**src/common/ntm_data_pkg.sv**
```systemverilog
//////////////////////////////
// Data widths for the engine
// Operand, index and Wishbone vector types
//////////////////////////////

`default_nettype none

package ntm_data_pkg;

  //////////////////////////////
  // Widths

  // Operand and modulus width
  localparam int DATA_W = 16;
  // Loop bound and loop index width
  localparam int INDEX_W = 8;
  // Register word address width
  localparam int WB_ADR_W = 3;

  //////////////////////////////
  // Vector types

  // Operand, modulus or product
  typedef logic [DATA_W-1:0] data_t;
  // Loop bound or loop index
  typedef logic [INDEX_W-1:0] index_t;
  // Register word address
  typedef logic [WB_ADR_W-1:0] wb_adr_t;
  // Bus word, same width as the operands
  typedef logic [DATA_W-1:0] wb_dat_t;

endpackage

`default_nettype wire

```
**src/common/ntm_ctrl_pkg.sv**
```systemverilog
//////////////////////////////
// Controller state encoding
// Wishbone register map
//////////////////////////////

`default_nettype none

package ntm_ctrl_pkg;

  //////////////////////////////
  // Controller FSM

  // IDLE waits for start, INPUT accepts a pair,
  // MULTIPLY waits on the multiplier, OUTPUT decides next element
  typedef enum logic [2:0] {
    IDLE,
    INPUT,
    MULTIPLY,
    OUTPUT,
    DONE
  } ctrl_state_t;

  //////////////////////////////
  // Register map, word addresses

  localparam ntm_data_pkg::wb_adr_t REG_MODULO  = 3'd0;
  localparam ntm_data_pkg::wb_adr_t REG_SIZE_I  = 3'd1;
  localparam ntm_data_pkg::wb_adr_t REG_SIZE_J  = 3'd2;
  localparam ntm_data_pkg::wb_adr_t REG_LENGTH  = 3'd3;
  // Bit 0 starts a run, reads back as zero
  localparam ntm_data_pkg::wb_adr_t REG_CONTROL = 3'd4;
  // Bit 0 busy, bit 1 done
  localparam ntm_data_pkg::wb_adr_t REG_STATUS  = 3'd5;

endpackage

`default_nettype wire

```
**src/hw/ntm_wb_regs.sv**
```systemverilog
//////////////////////////////
// Wishbone classic slave
// Configuration registers, start pulse, status
//////////////////////////////

`timescale 1ns/100ps
`default_nettype none

module ntm_wb_regs (
  input  wire                      CLK,
  input  wire                      RST,
  input  wire                      wb_cyc,
  input  wire                      wb_stb,
  input  wire                      wb_we,
  input  wire ntm_data_pkg::wb_adr_t wb_adr,
  input  wire ntm_data_pkg::wb_dat_t wb_dat_w,
  output ntm_data_pkg::wb_dat_t    wb_dat_r,
  output logic                     wb_ack,
  output ntm_data_pkg::data_t      modulo,
  output ntm_data_pkg::index_t     size_i,
  output ntm_data_pkg::index_t     size_j,
  output ntm_data_pkg::index_t     length,
  output logic                     start,
  input  wire                      busy,
  input  wire                      done
);

  import ntm_data_pkg::*;
  import ntm_ctrl_pkg::*;

  // Set after ack until the host lets go of stb
  logic    stb_hold;
  // New request this cycle
  logic    access;
  wb_dat_t rd_data;

  assign access = wb_cyc && wb_stb && !wb_ack && !stb_hold;

  // Read mux, unmapped and control read as zero
  always_comb begin
    case (wb_adr)
      REG_MODULO: rd_data = modulo;
      REG_SIZE_I: rd_data = wb_dat_t'(size_i);
      REG_SIZE_J: rd_data = wb_dat_t'(size_j);
      REG_LENGTH: rd_data = wb_dat_t'(length);
      REG_STATUS: rd_data = wb_dat_t'({done, busy});
      default:    rd_data = '0;
    endcase
  end

  //////////////////////////////
  // Bus side registers

  always_ff @(posedge CLK or posedge RST) begin
    if (RST) begin
      wb_ack   <= 1'b0;
      stb_hold <= 1'b0;
      start    <= 1'b0;
      wb_dat_r <= '0;
      modulo   <= '0;
      size_i   <= '0;
      size_j   <= '0;
      length   <= '0;
    end else begin
      // Single cycle ack
      wb_ack <= access;
      start  <= 1'b0;
      if (wb_ack) begin
        stb_hold <= 1'b1;
      end else if (!wb_stb) begin
        stb_hold <= 1'b0;
      end
      if (access && wb_we) begin
        case (wb_adr)
          REG_MODULO:  modulo <= wb_dat_w;
          REG_SIZE_I:  size_i <= wb_dat_w[INDEX_W-1:0];
          REG_SIZE_J:  size_j <= wb_dat_w[INDEX_W-1:0];
          REG_LENGTH:  length <= wb_dat_w[INDEX_W-1:0];
          // Ignored while a run is active
          REG_CONTROL: start  <= wb_dat_w[0] && !busy;
          default:     ;
        endcase
      end
      if (access && !wb_we) begin
        wb_dat_r <= rd_data;
      end
    end
  end

endmodule

`default_nettype wire

```
**src/matrix_mult/matrix_mult_ctrl.sv**
```systemverilog
//////////////////////////////
// Engine controller FSM
// Operand latch, multiplier start, result and flags
//////////////////////////////

`timescale 1ns/100ps
`default_nettype none

module matrix_mult_ctrl (
  input  wire                    CLK,
  input  wire                    RST,
  input  wire                    start,
  // Operand stream
  input  wire                    in_valid,
  output logic                   in_ready,
  input  wire ntm_data_pkg::data_t in_a,
  input  wire ntm_data_pkg::data_t in_b,
  // Multiplier side
  output logic                   mul_start,
  output ntm_data_pkg::data_t    mul_a,
  output ntm_data_pkg::data_t    mul_b,
  input  wire                    mul_done,
  input  wire ntm_data_pkg::data_t mul_result,
  // Index counter side
  output logic                   cnt_clear,
  output logic                   cnt_step,
  input  wire                    scalar_wrap,
  input  wire                    vector_wrap,
  input  wire                    matrix_wrap,
  // Result stream and status
  output logic                   out_valid,
  output ntm_data_pkg::data_t    out_data,
  output logic                   out_scalar_end,
  output logic                   out_vector_end,
  output logic                   out_matrix_end,
  output logic                   busy,
  output logic                   done
);

  import ntm_ctrl_pkg::*;

  ctrl_state_t state;

  // Strobes decoded from the current state
  assign in_ready  = (state == INPUT);
  assign busy      = (state != IDLE);
  // Counter clears on the edge that enters INPUT
  assign cnt_clear = (state == IDLE) && start;
  // Advance indices only when another element follows
  assign cnt_step  = (state == OUTPUT) && !matrix_wrap;

  //////////////////////////////
  // State and control outputs

  always_ff @(posedge CLK or posedge RST) begin
    if (RST) begin
      state          <= IDLE;
      mul_start      <= 1'b0;
      out_valid      <= 1'b0;
      out_scalar_end <= 1'b0;
      out_vector_end <= 1'b0;
      out_matrix_end <= 1'b0;
      done           <= 1'b0;
    end else begin
      // One cycle pulses by default
      mul_start      <= 1'b0;
      out_valid      <= 1'b0;
      out_scalar_end <= 1'b0;
      out_vector_end <= 1'b0;
      out_matrix_end <= 1'b0;
      case (state)
        IDLE: begin
          if (start) begin
            // Done stays sticky until here
            done  <= 1'b0;
            state <= INPUT;
          end
        end
        INPUT: begin
          if (in_valid) begin
            mul_start <= 1'b1;
            state     <= MULTIPLY;
          end
        end
        MULTIPLY: begin
          if (mul_done) begin
            // Flags reflect the element just finished
            out_valid      <= 1'b1;
            out_scalar_end <= scalar_wrap;
            out_vector_end <= vector_wrap;
            out_matrix_end <= matrix_wrap;
            state          <= OUTPUT;
          end
        end
        OUTPUT: begin
          state <= matrix_wrap ? DONE : INPUT;
        end
        DONE: begin
          done  <= 1'b1;
          state <= IDLE;
        end
        default: state <= IDLE;
      endcase
    end
  end

  //////////////////////////////
  // Operand and result payload

  always_ff @(posedge CLK) begin
    // Latch pair on transfer
    if (in_ready && in_valid) begin
      mul_a <= in_a;
      mul_b <= in_b;
    end
    if ((state == MULTIPLY) && mul_done) begin
      out_data <= mul_result;
    end
  end

endmodule

`default_nettype wire

```
**src/matrix_mult/index_counter.sv**
```systemverilog
//////////////////////////////
// Nested loop index counter
// Scalar, vector and matrix wrap flags
//////////////////////////////

`timescale 1ns/100ps
`default_nettype none

module index_counter (
  input  wire                     CLK,
  input  wire                     RST,
  input  wire                     clear,
  input  wire                     step,
  input  wire ntm_data_pkg::index_t size_i,
  input  wire ntm_data_pkg::index_t size_j,
  input  wire ntm_data_pkg::index_t length,
  output logic                    scalar_wrap,
  output logic                    vector_wrap,
  output logic                    matrix_wrap
);

  import ntm_data_pkg::*;

  // Matrix, vector and scalar indices, outer to inner
  index_t idx_i;
  index_t idx_j;
  index_t idx_k;
  // Last valid index per loop
  index_t last_i;
  index_t last_j;
  index_t last_k;

  // Zero bound behaves as one
  assign last_i = (size_i == '0) ? '0 : size_i - 1'b1;
  assign last_j = (size_j == '0) ? '0 : size_j - 1'b1;
  assign last_k = (length == '0) ? '0 : length - 1'b1;

  // Outer flags include the inner ones
  assign scalar_wrap = (idx_k == last_k);
  assign vector_wrap = scalar_wrap && (idx_j == last_j);
  assign matrix_wrap = vector_wrap && (idx_i == last_i);

  always_ff @(posedge CLK or posedge RST) begin
    if (RST) begin
      idx_i <= '0;
      idx_j <= '0;
      idx_k <= '0;
    end else if (clear) begin
      idx_i <= '0;
      idx_j <= '0;
      idx_k <= '0;
    end else if (step) begin
      if (!scalar_wrap) begin
        idx_k <= idx_k + 1'b1;
      end else begin
        // Scalar loop done, carry outward
        idx_k <= '0;
        if (!vector_wrap) begin
          idx_j <= idx_j + 1'b1;
        end else begin
          idx_j <= '0;
          idx_i <= matrix_wrap ? '0 : idx_i + 1'b1;
        end
      end
    end
  end

endmodule

`default_nettype wire

```
**src/matrix_mult/modular_multiplier.sv**
```systemverilog
//////////////////////////////
// Sequential modular multiplier
// MSB first double and add, one bit per cycle
//////////////////////////////

`timescale 1ns/100ps
`default_nettype none

module modular_multiplier (
  input  wire                    CLK,
  input  wire                    RST,
  input  wire                    start,
  input  wire ntm_data_pkg::data_t a,
  input  wire ntm_data_pkg::data_t b,
  input  wire ntm_data_pkg::data_t modulo,
  output logic                   done,
  output ntm_data_pkg::data_t    result
);

  import ntm_data_pkg::*;

  typedef logic [$clog2(DATA_W)-1:0] bit_cnt_t;

  // Operands held for the whole product
  data_t    a_q;
  data_t    b_q;
  data_t    m_q;
  // Partial product, always below the modulus
  data_t    acc;
  logic     running;
  bit_cnt_t bits_left;

  // One step, acc = (2*acc + bit*a) mod m
  // Both terms below m, so each reduction needs at most one subtract
  function automatic data_t mod_step(data_t acc_in, logic bit_in, data_t a_in, data_t m_in);
    logic [DATA_W:0] dbl;
    logic [DATA_W:0] sum;
    dbl = {acc_in, 1'b0};
    if (dbl >= {1'b0, m_in}) dbl = dbl - {1'b0, m_in};
    sum = dbl + (bit_in ? {1'b0, a_in} : '0);
    if (sum >= {1'b0, m_in}) sum = sum - {1'b0, m_in};
    return sum[DATA_W-1:0];
  endfunction

  //////////////////////////////
  // Sequencing

  always_ff @(posedge CLK or posedge RST) begin
    if (RST) begin
      running   <= 1'b0;
      bits_left <= '0;
      done      <= 1'b0;
    end else begin
      done <= 1'b0;
      if (start) begin
        // MSB handled on the start edge
        running   <= 1'b1;
        bits_left <= bit_cnt_t'(DATA_W - 1);
      end else if (running) begin
        if (bits_left == '0) begin
          running <= 1'b0;
          done    <= 1'b1;
        end else begin
          bits_left <= bits_left - 1'b1;
        end
      end
    end
  end

  // Datapath
  always_ff @(posedge CLK) begin
    if (start) begin
      a_q <= a;
      m_q <= modulo;
      b_q <= b << 1;
      acc <= mod_step('0, b[DATA_W-1], a, modulo);
    end else if (running) begin
      if (bits_left == '0) begin
        result <= acc;
      end else begin
        acc <= mod_step(acc, b_q[DATA_W-1], a_q, m_q);
        b_q <= b_q << 1;
      end
    end
  end

endmodule

`default_nettype wire

```
**src/hw/ntm_matrix_mult_top.sv**
```systemverilog
//////////////////////////////
// Element-wise modular multiply engine
// Registers, controller, counter, multiplier
//////////////////////////////

`timescale 1ns/100ps
`default_nettype none

module ntm_matrix_mult_top (
  input  wire                      CLK,
  input  wire                      RST,
  // Wishbone slave
  input  wire                      wb_cyc,
  input  wire                      wb_stb,
  input  wire                      wb_we,
  input  wire ntm_data_pkg::wb_adr_t wb_adr,
  input  wire ntm_data_pkg::wb_dat_t wb_dat_w,
  output ntm_data_pkg::wb_dat_t    wb_dat_r,
  output logic                     wb_ack,
  // Operand stream
  input  wire                      in_valid,
  output logic                     in_ready,
  input  wire ntm_data_pkg::data_t   in_a,
  input  wire ntm_data_pkg::data_t   in_b,
  // Result stream
  output logic                     out_valid,
  output ntm_data_pkg::data_t      out_data,
  output logic                     out_scalar_end,
  output logic                     out_vector_end,
  output logic                     out_matrix_end
);

  import ntm_data_pkg::*;

  // Configuration and status
  data_t  modulo;
  index_t size_i;
  index_t size_j;
  index_t length;
  logic   start;
  logic   busy;
  logic   done;
  // Multiplier handshake
  logic   mul_start;
  data_t  mul_a;
  data_t  mul_b;
  logic   mul_done;
  data_t  mul_result;
  // Loop counter
  logic   cnt_clear;
  logic   cnt_step;
  logic   scalar_wrap;
  logic   vector_wrap;
  logic   matrix_wrap;

  ntm_wb_regs ntm_wb_regs_i (
    .CLK(CLK), .RST(RST),
    .wb_cyc(wb_cyc), .wb_stb(wb_stb), .wb_we(wb_we), .wb_adr(wb_adr),
    .wb_dat_w(wb_dat_w), .wb_dat_r(wb_dat_r), .wb_ack(wb_ack),
    .modulo(modulo), .size_i(size_i), .size_j(size_j), .length(length),
    .start(start), .busy(busy), .done(done)
  );

  matrix_mult_ctrl matrix_mult_ctrl_i (
    .CLK(CLK), .RST(RST), .start(start),
    .in_valid(in_valid), .in_ready(in_ready), .in_a(in_a), .in_b(in_b),
    .mul_start(mul_start), .mul_a(mul_a), .mul_b(mul_b),
    .mul_done(mul_done), .mul_result(mul_result),
    .cnt_clear(cnt_clear), .cnt_step(cnt_step),
    .scalar_wrap(scalar_wrap), .vector_wrap(vector_wrap), .matrix_wrap(matrix_wrap),
    .out_valid(out_valid), .out_data(out_data), .out_scalar_end(out_scalar_end),
    .out_vector_end(out_vector_end), .out_matrix_end(out_matrix_end),
    .busy(busy), .done(done)
  );

  index_counter index_counter_i (
    .CLK(CLK), .RST(RST), .clear(cnt_clear), .step(cnt_step),
    .size_i(size_i), .size_j(size_j), .length(length),
    .scalar_wrap(scalar_wrap), .vector_wrap(vector_wrap), .matrix_wrap(matrix_wrap)
  );

  modular_multiplier modular_multiplier_i (
    .CLK(CLK), .RST(RST), .start(mul_start),
    .a(mul_a), .b(mul_b), .modulo(modulo),
    .done(mul_done), .result(mul_result)
  );

endmodule

`default_nettype wire

```
**config.mk**
```make
export PLATFORM = sky130hd
export DESIGN_NAME = ntm_matrix_mult_top
export DESIGN_NICKNAME = d
export VERILOG_FILES = /design/src/common/ntm_data_pkg.sv /design/src/common/ntm_ctrl_pkg.sv /design/src/hw/ntm_wb_regs.sv /design/src/matrix_mult/matrix_mult_ctrl.sv /design/src/matrix_mult/index_counter.sv /design/src/matrix_mult/modular_multiplier.sv /design/src/hw/ntm_matrix_mult_top.sv
export SDC_FILE = /design/constraint.sdc
export NUM_CORES = 1
export LEC_CHECK = 0
export BUFFER_PORTS_ARGS = -buffer_cell sky130_fd_sc_hd__buf_2
export CORE_ASPECT_RATIO = 0.5
export CORE_MARGIN = 4
export CORE_UTILIZATION = 30
export DETAILED_ROUTE_END_ITERATION = 8
export HOLD_SLACK_MARGIN = 0.02
export PLACE_DENSITY_LB_ADDON = 0.08
export SLEW_MARGIN = 20
export SYNTH_ARGS = -nofsm -noshare
export SYNTH_HDL_FRONTEND = slang
export SYNTH_SLANG_ARGS = --single-unit
```
**constraint.sdc**
```tcl
create_clock -name CLK -period 10.9 [get_ports CLK]
set_clock_uncertainty 0.1 [all_clocks]
set_input_delay 2.18 -clock CLK [delete_from_list [all_inputs] [get_ports CLK]]
set_output_delay 2.18 -clock CLK [all_outputs]
set_load 0.005 [all_outputs]
```
; ---- Word level (Yosys, flattened, before mapping)
; Cells that the tools add are included.
[word_totals]
regBits = 225
[classes]
add_sub_neg = 13
order_cmp = 4
n_eq_ne = 17
muxes = 62
bitwise = 1
n_reduce_logical = 39
[op_table]
columns = op, count
row1 = 16-bit two-way mux, 10
row2 = 8-bit two-way mux, 15
row3 = 17-bit two-way mux, 6
row4 = 16-bit one-hot mux with 5 select lines, 1
row5 = 17-bit by 16-bit greater-or-equal comparator with 1-bit output, 3
row6 = 17-bit by 16-bit adder with 17-bit output, 2
row7 = 16-bit subtractor, 2
row8 = 8-bit by 1-bit adder with 8-bit output (second input constant), 3
row9 = 8-bit equality test, 3
row10 = 8-bit zero test, 3
row11 = 8-bit by 1-bit subtractor with 8-bit output (second input constant), 3
row12 = 1-bit two-way mux, 21
row13 = 1-bit by 16-bit subtractor with 17-bit output (first input constant), 1
row14 = 17-bit by 16-bit subtractor with 17-bit output, 1
row15 = 1-bit by 16-bit greater-or-equal comparator with 1-bit output (first input constant), 1
row16 = 2-bit AND reduction, 7
row17 = 3-bit by 2-bit equality test with 1-bit output (second input constant), 4
row18 = 1-bit logical AND, 12
row19 = 3-bit two-way mux, 4
row20 = 4-bit two-way mux, 3
row21 = 3-bit one-hot mux with 4 select lines, 1
row22 = 2-bit nonzero test, 5
row23 = 3-bit equality test (second input constant), 3
row24 = 3-bit AND reduction, 3
row25 = other kinds (10), 19

; ---- Longest topological paths before layout
[logic_depth]
word_depth = 11
depth_mapped = 31
mapped_depth_nobuf = 28

; ---- Hierarchy
; A second synthesis with hierarchy kept.
[hier_totals]
hier_cells = 1352
hier_area_um2 = 14481.4
[by_module_without_submodules]
columns = mod, instances, cells_per_inst, area_per_inst_um2, seq_area_each_um2
row1 = modular_multiplier, 1, 795, 7614.8, 2522.4
row2 = ntm_wb_regs, 1, 174, 2581.2, 1476.4
row3 = index_counter, 1, 302, 2442.3, 600.6
row4 = matrix_mult_ctrl, 1, 81, 1843.0, 1666.6

; ---- Least setup slack after synthesis
; OpenSTA, ideal clock, no wires.
[synth_path]
path_kind = register to register
from = register modular_multiplier_i.acc[2]
to = register modular_multiplier_i.acc[13], data pin
setup_ns = 0.270
t_arrival_ns = 5.547
required_ns = 10.530
setup_slack_ns = 4.982
stages_incl_launch_ff = 29
path_buffers = 3
path_cell_list = edfxtp_1 -> ha_1 -> a21oi_1 -> nor3b_1 -> a21oi_1 -> nor4_1 -> o21ai_1 -> clkbuf_1 -> nor2_1 -> a21oi_1 -> ha_1 -> o21ai_0 -> o21ai_0 -> a41o_1 -> nor4_1 -> o31ai_1 -> nor2_1 -> xnor2_1 -> ha_1 -> nor2b_1 -> o21ai_0 -> nand2b_1 -> or3_1 -> o221ai_1 -> o21ai_0 -> buf_2 -> buf_2 -> mux2i_1 -> mux2i_1
[synth_via]
elab_chain_len = 11
[synth_rtl]
columns = element, line_no
row1 = start: declaration, modular_multiplier.sv:29  ; data_t acc;
row2 = start signal: assignment, modular_multiplier.sv:76  ; acc <= mod_step('0, b[DATA_W-1], a, modulo);
row3 = start signal: assignment, modular_multiplier.sv:81  ; acc <= mod_step(acc, b_q[DATA_W-1], a_q, m_q);
row4 = 17-bit by 16-bit subtractor with 17-bit output or 17-bit by 16-bit greater-or-equal comparator with 1-bit output (tied branches), modular_multiplier.sv:39  ; if (dbl >= {1'b0, m_in}) dbl = dbl - {1'b0, m_in};
row5 = 17-bit two-way mux *, modular_multiplier.sv:39
row6 = 17-bit two-way mux *, modular_multiplier.sv:78  ; if (bits_left == '0) begin
row7 = 17-bit two-way mux *, modular_multiplier.sv:77  ; end else if (running) begin
row8 = 17-bit two-way mux *, modular_multiplier.sv:72  ; if (start) begin
row9 = 17-bit by 16-bit adder with 17-bit output *, modular_multiplier.sv:40  ; sum = dbl + (bit_in ? {1'b0, a_in} : '0);
row10 = 16-bit subtractor or 17-bit by 16-bit greater-or-equal comparator with 1-bit output (tied branches), modular_multiplier.sv:41  ; if (sum >= {1'b0, m_in}) sum = sum - {1'b0, m_in};
row11 = 16-bit two-way mux *, modular_multiplier.sv:41
row12 = 16-bit two-way mux *, modular_multiplier.sv:78
row13 = 16-bit two-way mux *, modular_multiplier.sv:77
row14 = 16-bit two-way mux *, modular_multiplier.sv:72
; Mark *: on every way between the ends. The rest lies on a longest branch, timed or not. The select of a mux whose other input is x is not followed.
; A chain may end at the register's enable or synchronous reset.

; ---- Worst setup path in the final report
[layout_path]
from = register modular_multiplier_i.acc[2]
to = register modular_multiplier_i.acc[0], data pin
[layout_via]
elab_chain_len = 11
[layout_rtl]
columns = element, line_no
row1 = 17-bit by 16-bit subtractor with 17-bit output or 17-bit by 16-bit greater-or-equal comparator with 1-bit output (tied branches), modular_multiplier.sv:39
row2 = 17-bit two-way mux *, modular_multiplier.sv:39
row3 = 17-bit two-way mux *, modular_multiplier.sv:78
row4 = 17-bit two-way mux *, modular_multiplier.sv:77
row5 = 17-bit two-way mux *, modular_multiplier.sv:72
row6 = 17-bit by 16-bit adder with 17-bit output *, modular_multiplier.sv:40
row7 = 17-bit by 16-bit greater-or-equal comparator with 1-bit output or 16-bit subtractor (tied branches), modular_multiplier.sv:41
row8 = 16-bit two-way mux *, modular_multiplier.sv:41
row9 = 16-bit two-way mux *, modular_multiplier.sv:78
row10 = 16-bit two-way mux *, modular_multiplier.sv:77
row11 = 16-bit two-way mux *, modular_multiplier.sv:72
; Marks and branches as above.

==> summary.txt <==
Global routing
  – Global Route Usage Sum: 15.2%
  – GRT Residual Overflow: 0
  – Global-route wire length before repair: 60.9 mm
  – Pin count of the biggest net entering global routing: 55
  – Initial antenna violation count: 0
  – Vias in the first global route: 10,500

Detailed routing
  – Via count: 10,500
  – Post-Route WL: 39.1 mm
  – DRC Markers: 0
  – 1st-iter DRT viols: 681
  – Post-DR wirelength/cell: 18.9 µm
  – Number of nets with antenna violations after routing: 0
  – Vias per inst: 5.06
  – DRT Pass-1 Iters: 5

Floorplanning
  – DIE WIDTH: 314 µm
  – Die area: 50,500 µm²
  – I/O pins: 95
  – Initial cell density of the core: 30.7%
  – Rows: 55
  – Die height: 161 µm
  – Core ar.: 45,700 µm²

Timing
  – Slew @ Worst Pin: 0.989 ns
  – Tmin final: 7.03 ns
  – Final Hold Vio Count: 0
  – Setup violators final: 0
  – Final TNS setup: 0 ns
  – Slew headroom: 34.0%
  – Fmax: 142 MHz
  – Max-slew violations: 0
  – Final worst path period share: 64.5%
  – RSZ-0062 raised after global routing: false

Synth
  – Syn_nets: 1,486
  – Top cell type's share of synthesized area: 27.2%
  – Ys flop type: edfxtp_1
  – Cells after Synth: 1,334
  – Post-synth ARST share: 43.6%
  – EDFF count, synth: 127
  – Synth Cell Area: 14,000 µm²
  – Ranking of synthesized cells by area: edfxtp_1, dfrtp_1, ha_1, mux2_2, mux2i_1
  – Top cell type by total area after synthesis: edfxtp_1
  – Sequential area share after synthesis: 44.6%
  – Synth unique cells: 74
  – Seq cells post-synth: 225
  – Avg Inst Size Synth: 10.5 µm²
  – Most frequent cell after synthesis: edfxtp_1
  – Yosys Warn Count: 0
  – Post-synth top cells: edfxtp_1, dfrtp_1, ha_1, nand2_1, nor2_1

Critical path
  – Critical path type: flop to flop
  – Worst R2R Start: modular_multiplier_i.acc[2]
  – Req. time, crit path: 11.10 ns
  – Max FO, Critical Path: 25
  – Crit path largest cell delay: 0.42 ns
  – Crit start category: flop
  – Worst Setup EP: modular_multiplier_i.acc[0]
  – Slowest CP cell: edfxtp_1
  – CP Depth: 26
  – CP Capture Type: flop
  – CP Launch Point: modular_multiplier_i.acc[2]
  – R2R depth: 26
  – Worst path top cell family by delay: compound AO/OA/AOI/OAI gates
  – Reg2reg setup slack: 3.87 ns
  – Worst reg2reg path endpoint: modular_multiplier_i.acc[0]
  – Crit path buffers/inverters: 2
  – Crit path top cell by count: ha_1
  – Worst Path Arrival: 7.23 ns

Power
  – Psw: 2.52 mW
  – Comb pwr share: 60.4%
  – Clock network power share: 15.9%
  – Sw frac: 42.9%
  – Pint: 3.36 mW
  – Part of the power in registers: 23.7%
  – Power Density: 365 nW/µm²
  – Leak: 6.75 nW
  – Peak supply drop: 0.218 mV

Clocking
  – Clock transition at path regs: 0.07 ns
  – CTS max path bufs: 3
  – H-tree levels: 1
  – Num Clock Sinks: 225
  – Hold_buf cts: 0
  – Postcts setup bufs: 0
  – Worst skew pair latency: 0.54 ns
  – Post_cts resized: 0
  – Total CTS buffers: 25
  – CTS tree: built
  – Root buffer cell: clkbuf_16

Placed design
  – HPWL after DPL: 29.8 mm
  – GP Congestion: 0.882
  – Dpl cells: 2,022
  – Port buffer count: 94

Run
  – Max cap viols: 0

Final layout
  – Final Net Count: 1,574
  – Area Growth Syn to Fin: 14.7%
  – Layout Cells excl Fill: 2,068
  – Ratio of cells with drive above 1 in the final layout: 16.4%
  – N_diodes: 0
  – Filler cell count: 4,622

Hold path
  – Worst hold path type: flop to flop

Run status
  – Outcome: completed
[area by class of cell]
class / count / area [µm²] / area share, %
timing repair buffer: 101 / 523 / 3.25
tap: 627 / 785 / 4.87
multi-input combinational: 994 / 7360 / 45.7
clock buffer: 27 / 643 / 3.99
clock inverter: 19 / 248 / 1.54
inverter: 75 / 284 / 1.76
sequential: 225 / 6270 / 38.9
[worst reg2reg max path: stages, from the launching register on]
cell      delay (ns)
edfxtp_1        0.42
ha_1            0.38
a21oi_1         0.28
nor3b_1         0.32
a21oi_1         0.15
nor4_1          0.29
o21ai_1         0.11
buf_4           0.24
mux2_2          0.32
ha_1            0.29
a211oi_1        0.38
o21ai_0         0.26
a41o_1          0.32
nor4_1          0.33
o31ai_1         0.17
nor2_1          0.13
xnor2_1         0.20
ha_1            0.33
nor2b_1         0.14
o21ai_0         0.13
nand2b_1        0.09
or3_1           0.34
o221ai_1        0.21
o21ai_2         0.20
buf_4           0.25
mux2i_1         0.14
mux2_2          0.26
[state kept, by name (all words and copies together), names as in the netlist, 4 cells and up]
| signal | cells |
|---|---|
| ntm_wb_regs_i.length | 8 |
| matrix_mult_ctrl_i.mul_b | 16 |
| ntm_wb_regs_i.wb_dat_r | 16 |
| modular_multiplier_i.acc | 16 |
| ntm_wb_regs_i.modulo | 16 |
| index_counter_i.idx_i | 8 |
| modular_multiplier_i.m_q | 16 |
| index_counter_i.idx_k | 8 |
| modular_multiplier_i.a_q | 16 |
| modular_multiplier_i.bits_left | 4 |
| modular_multiplier_i.result | 16 |
| index_counter_i.idx_j | 8 |
| matrix_mult_ctrl_i.out_data | 16 |
| matrix_mult_ctrl_i.mul_a | 16 |
| modular_multiplier_i.b_q | 15 |
| ntm_wb_regs_i.size_i | 8 |
| ntm_wb_regs_i.size_j | 8 |
[kinds of logic after synthesis]
logic type	after synthesis	share of synthesized area [%]
buffers and inverters	115	3.12
AND/OR/NAND/NOR	413	15.4
flip-flops	225	44.6
multiplexers	123	9.85
AO/OA/AOI/OAI	276	12.8
XOR/XNOR	87	5.43
adder cells (fa/ha/maj)	95	8.73
[cell usage in the layout, fill, tap and decap left out, drive strengths merged, types with 11 or more instances in the layout]
cell type,n
nor3,44
nand2,86
nor3b,11
xor2,25
nor2,80
nand3,23
a211oi,13
a21o,19
o21a,21
nor2b,12
o21ai,62
inv,78
mux2,61
nand4,19
xnor2,62
a21oi,73
nor4,21
dfrtp,98
clkbuf,27
ha,90
nand2b,13
mux2i,56
o211ai,11
and3,13
or3,20
and2,41
edfxtp,127
buf,101
[worst min-delay path by stage]
| stage | start | endpoint | slack [ns] | cells past startpoint |
|---|---|---|---|---|
| CTS | modular_multiplier_i.result[12] | matrix_mult_ctrl_i.out_data[12] | 0.32 | 0 |
| floorplan | modular_multiplier_i.result[0] | matrix_mult_ctrl_i.out_data[0] | 0.30 | 0 |
| finish | modular_multiplier_i.result[8] | matrix_mult_ctrl_i.out_data[8] | 0.32 | 0 |
| global placement | modular_multiplier_i.result[13] | matrix_mult_ctrl_i.out_data[13] | 0.30 | 0 |
| global route | modular_multiplier_i.result[12] | matrix_mult_ctrl_i.out_data[12] | 0.33 | 0 |
| detailed placement | modular_multiplier_i.result[12] | matrix_mult_ctrl_i.out_data[12] | 0.31 | 0 |
[routing by layer]
metal	vias to the layer above	track usage [%]	part of all wire (%)
li1	5126	-	-
met1	5133	21.4	49
met2	161	24.8	46
met3	50	2.15	3.1
met4	0	3.88	2.6
met5	-	0	0
[power groups by stage]
| stage | Clock, mW | Combinational, mW | Sequential [mW] |
|---|---|---|---|
| 2_1_floorplan | 0 | 2.81 | 1.32 |
| 3_3_place_gp | 0 | 3.50 | 1.41 |
| 3_5_place_dp | 0 | 3.52 | 1.41 |
| 4_1_cts | 0.967 | 3.55 | 1.40 |
| 5_1_grt | 0.999 | 3.98 | 1.42 |
| 6_report | 0.933 | 3.55 | 1.40 |
[per-stage QoR]
stage	power [mW]	utilization, %	instance area [µm²]	hold WS, ns	setup WS [ns]
2_1_floorplan	4.13	-	14000	0.300	4.98
3_3_place_gp	4.91	33.3	15200	0.302	4.06
3_5_place_dp	4.94	33.3	15200	0.307	3.95
4_1_cts	5.91	35.2	16100	0.323	3.90
5_1_grt	6.40	35.3	16100	0.329	3.36
6_report	5.88	35.3	16100	0.320	3.87
Power figures use the tool's default switching activity.
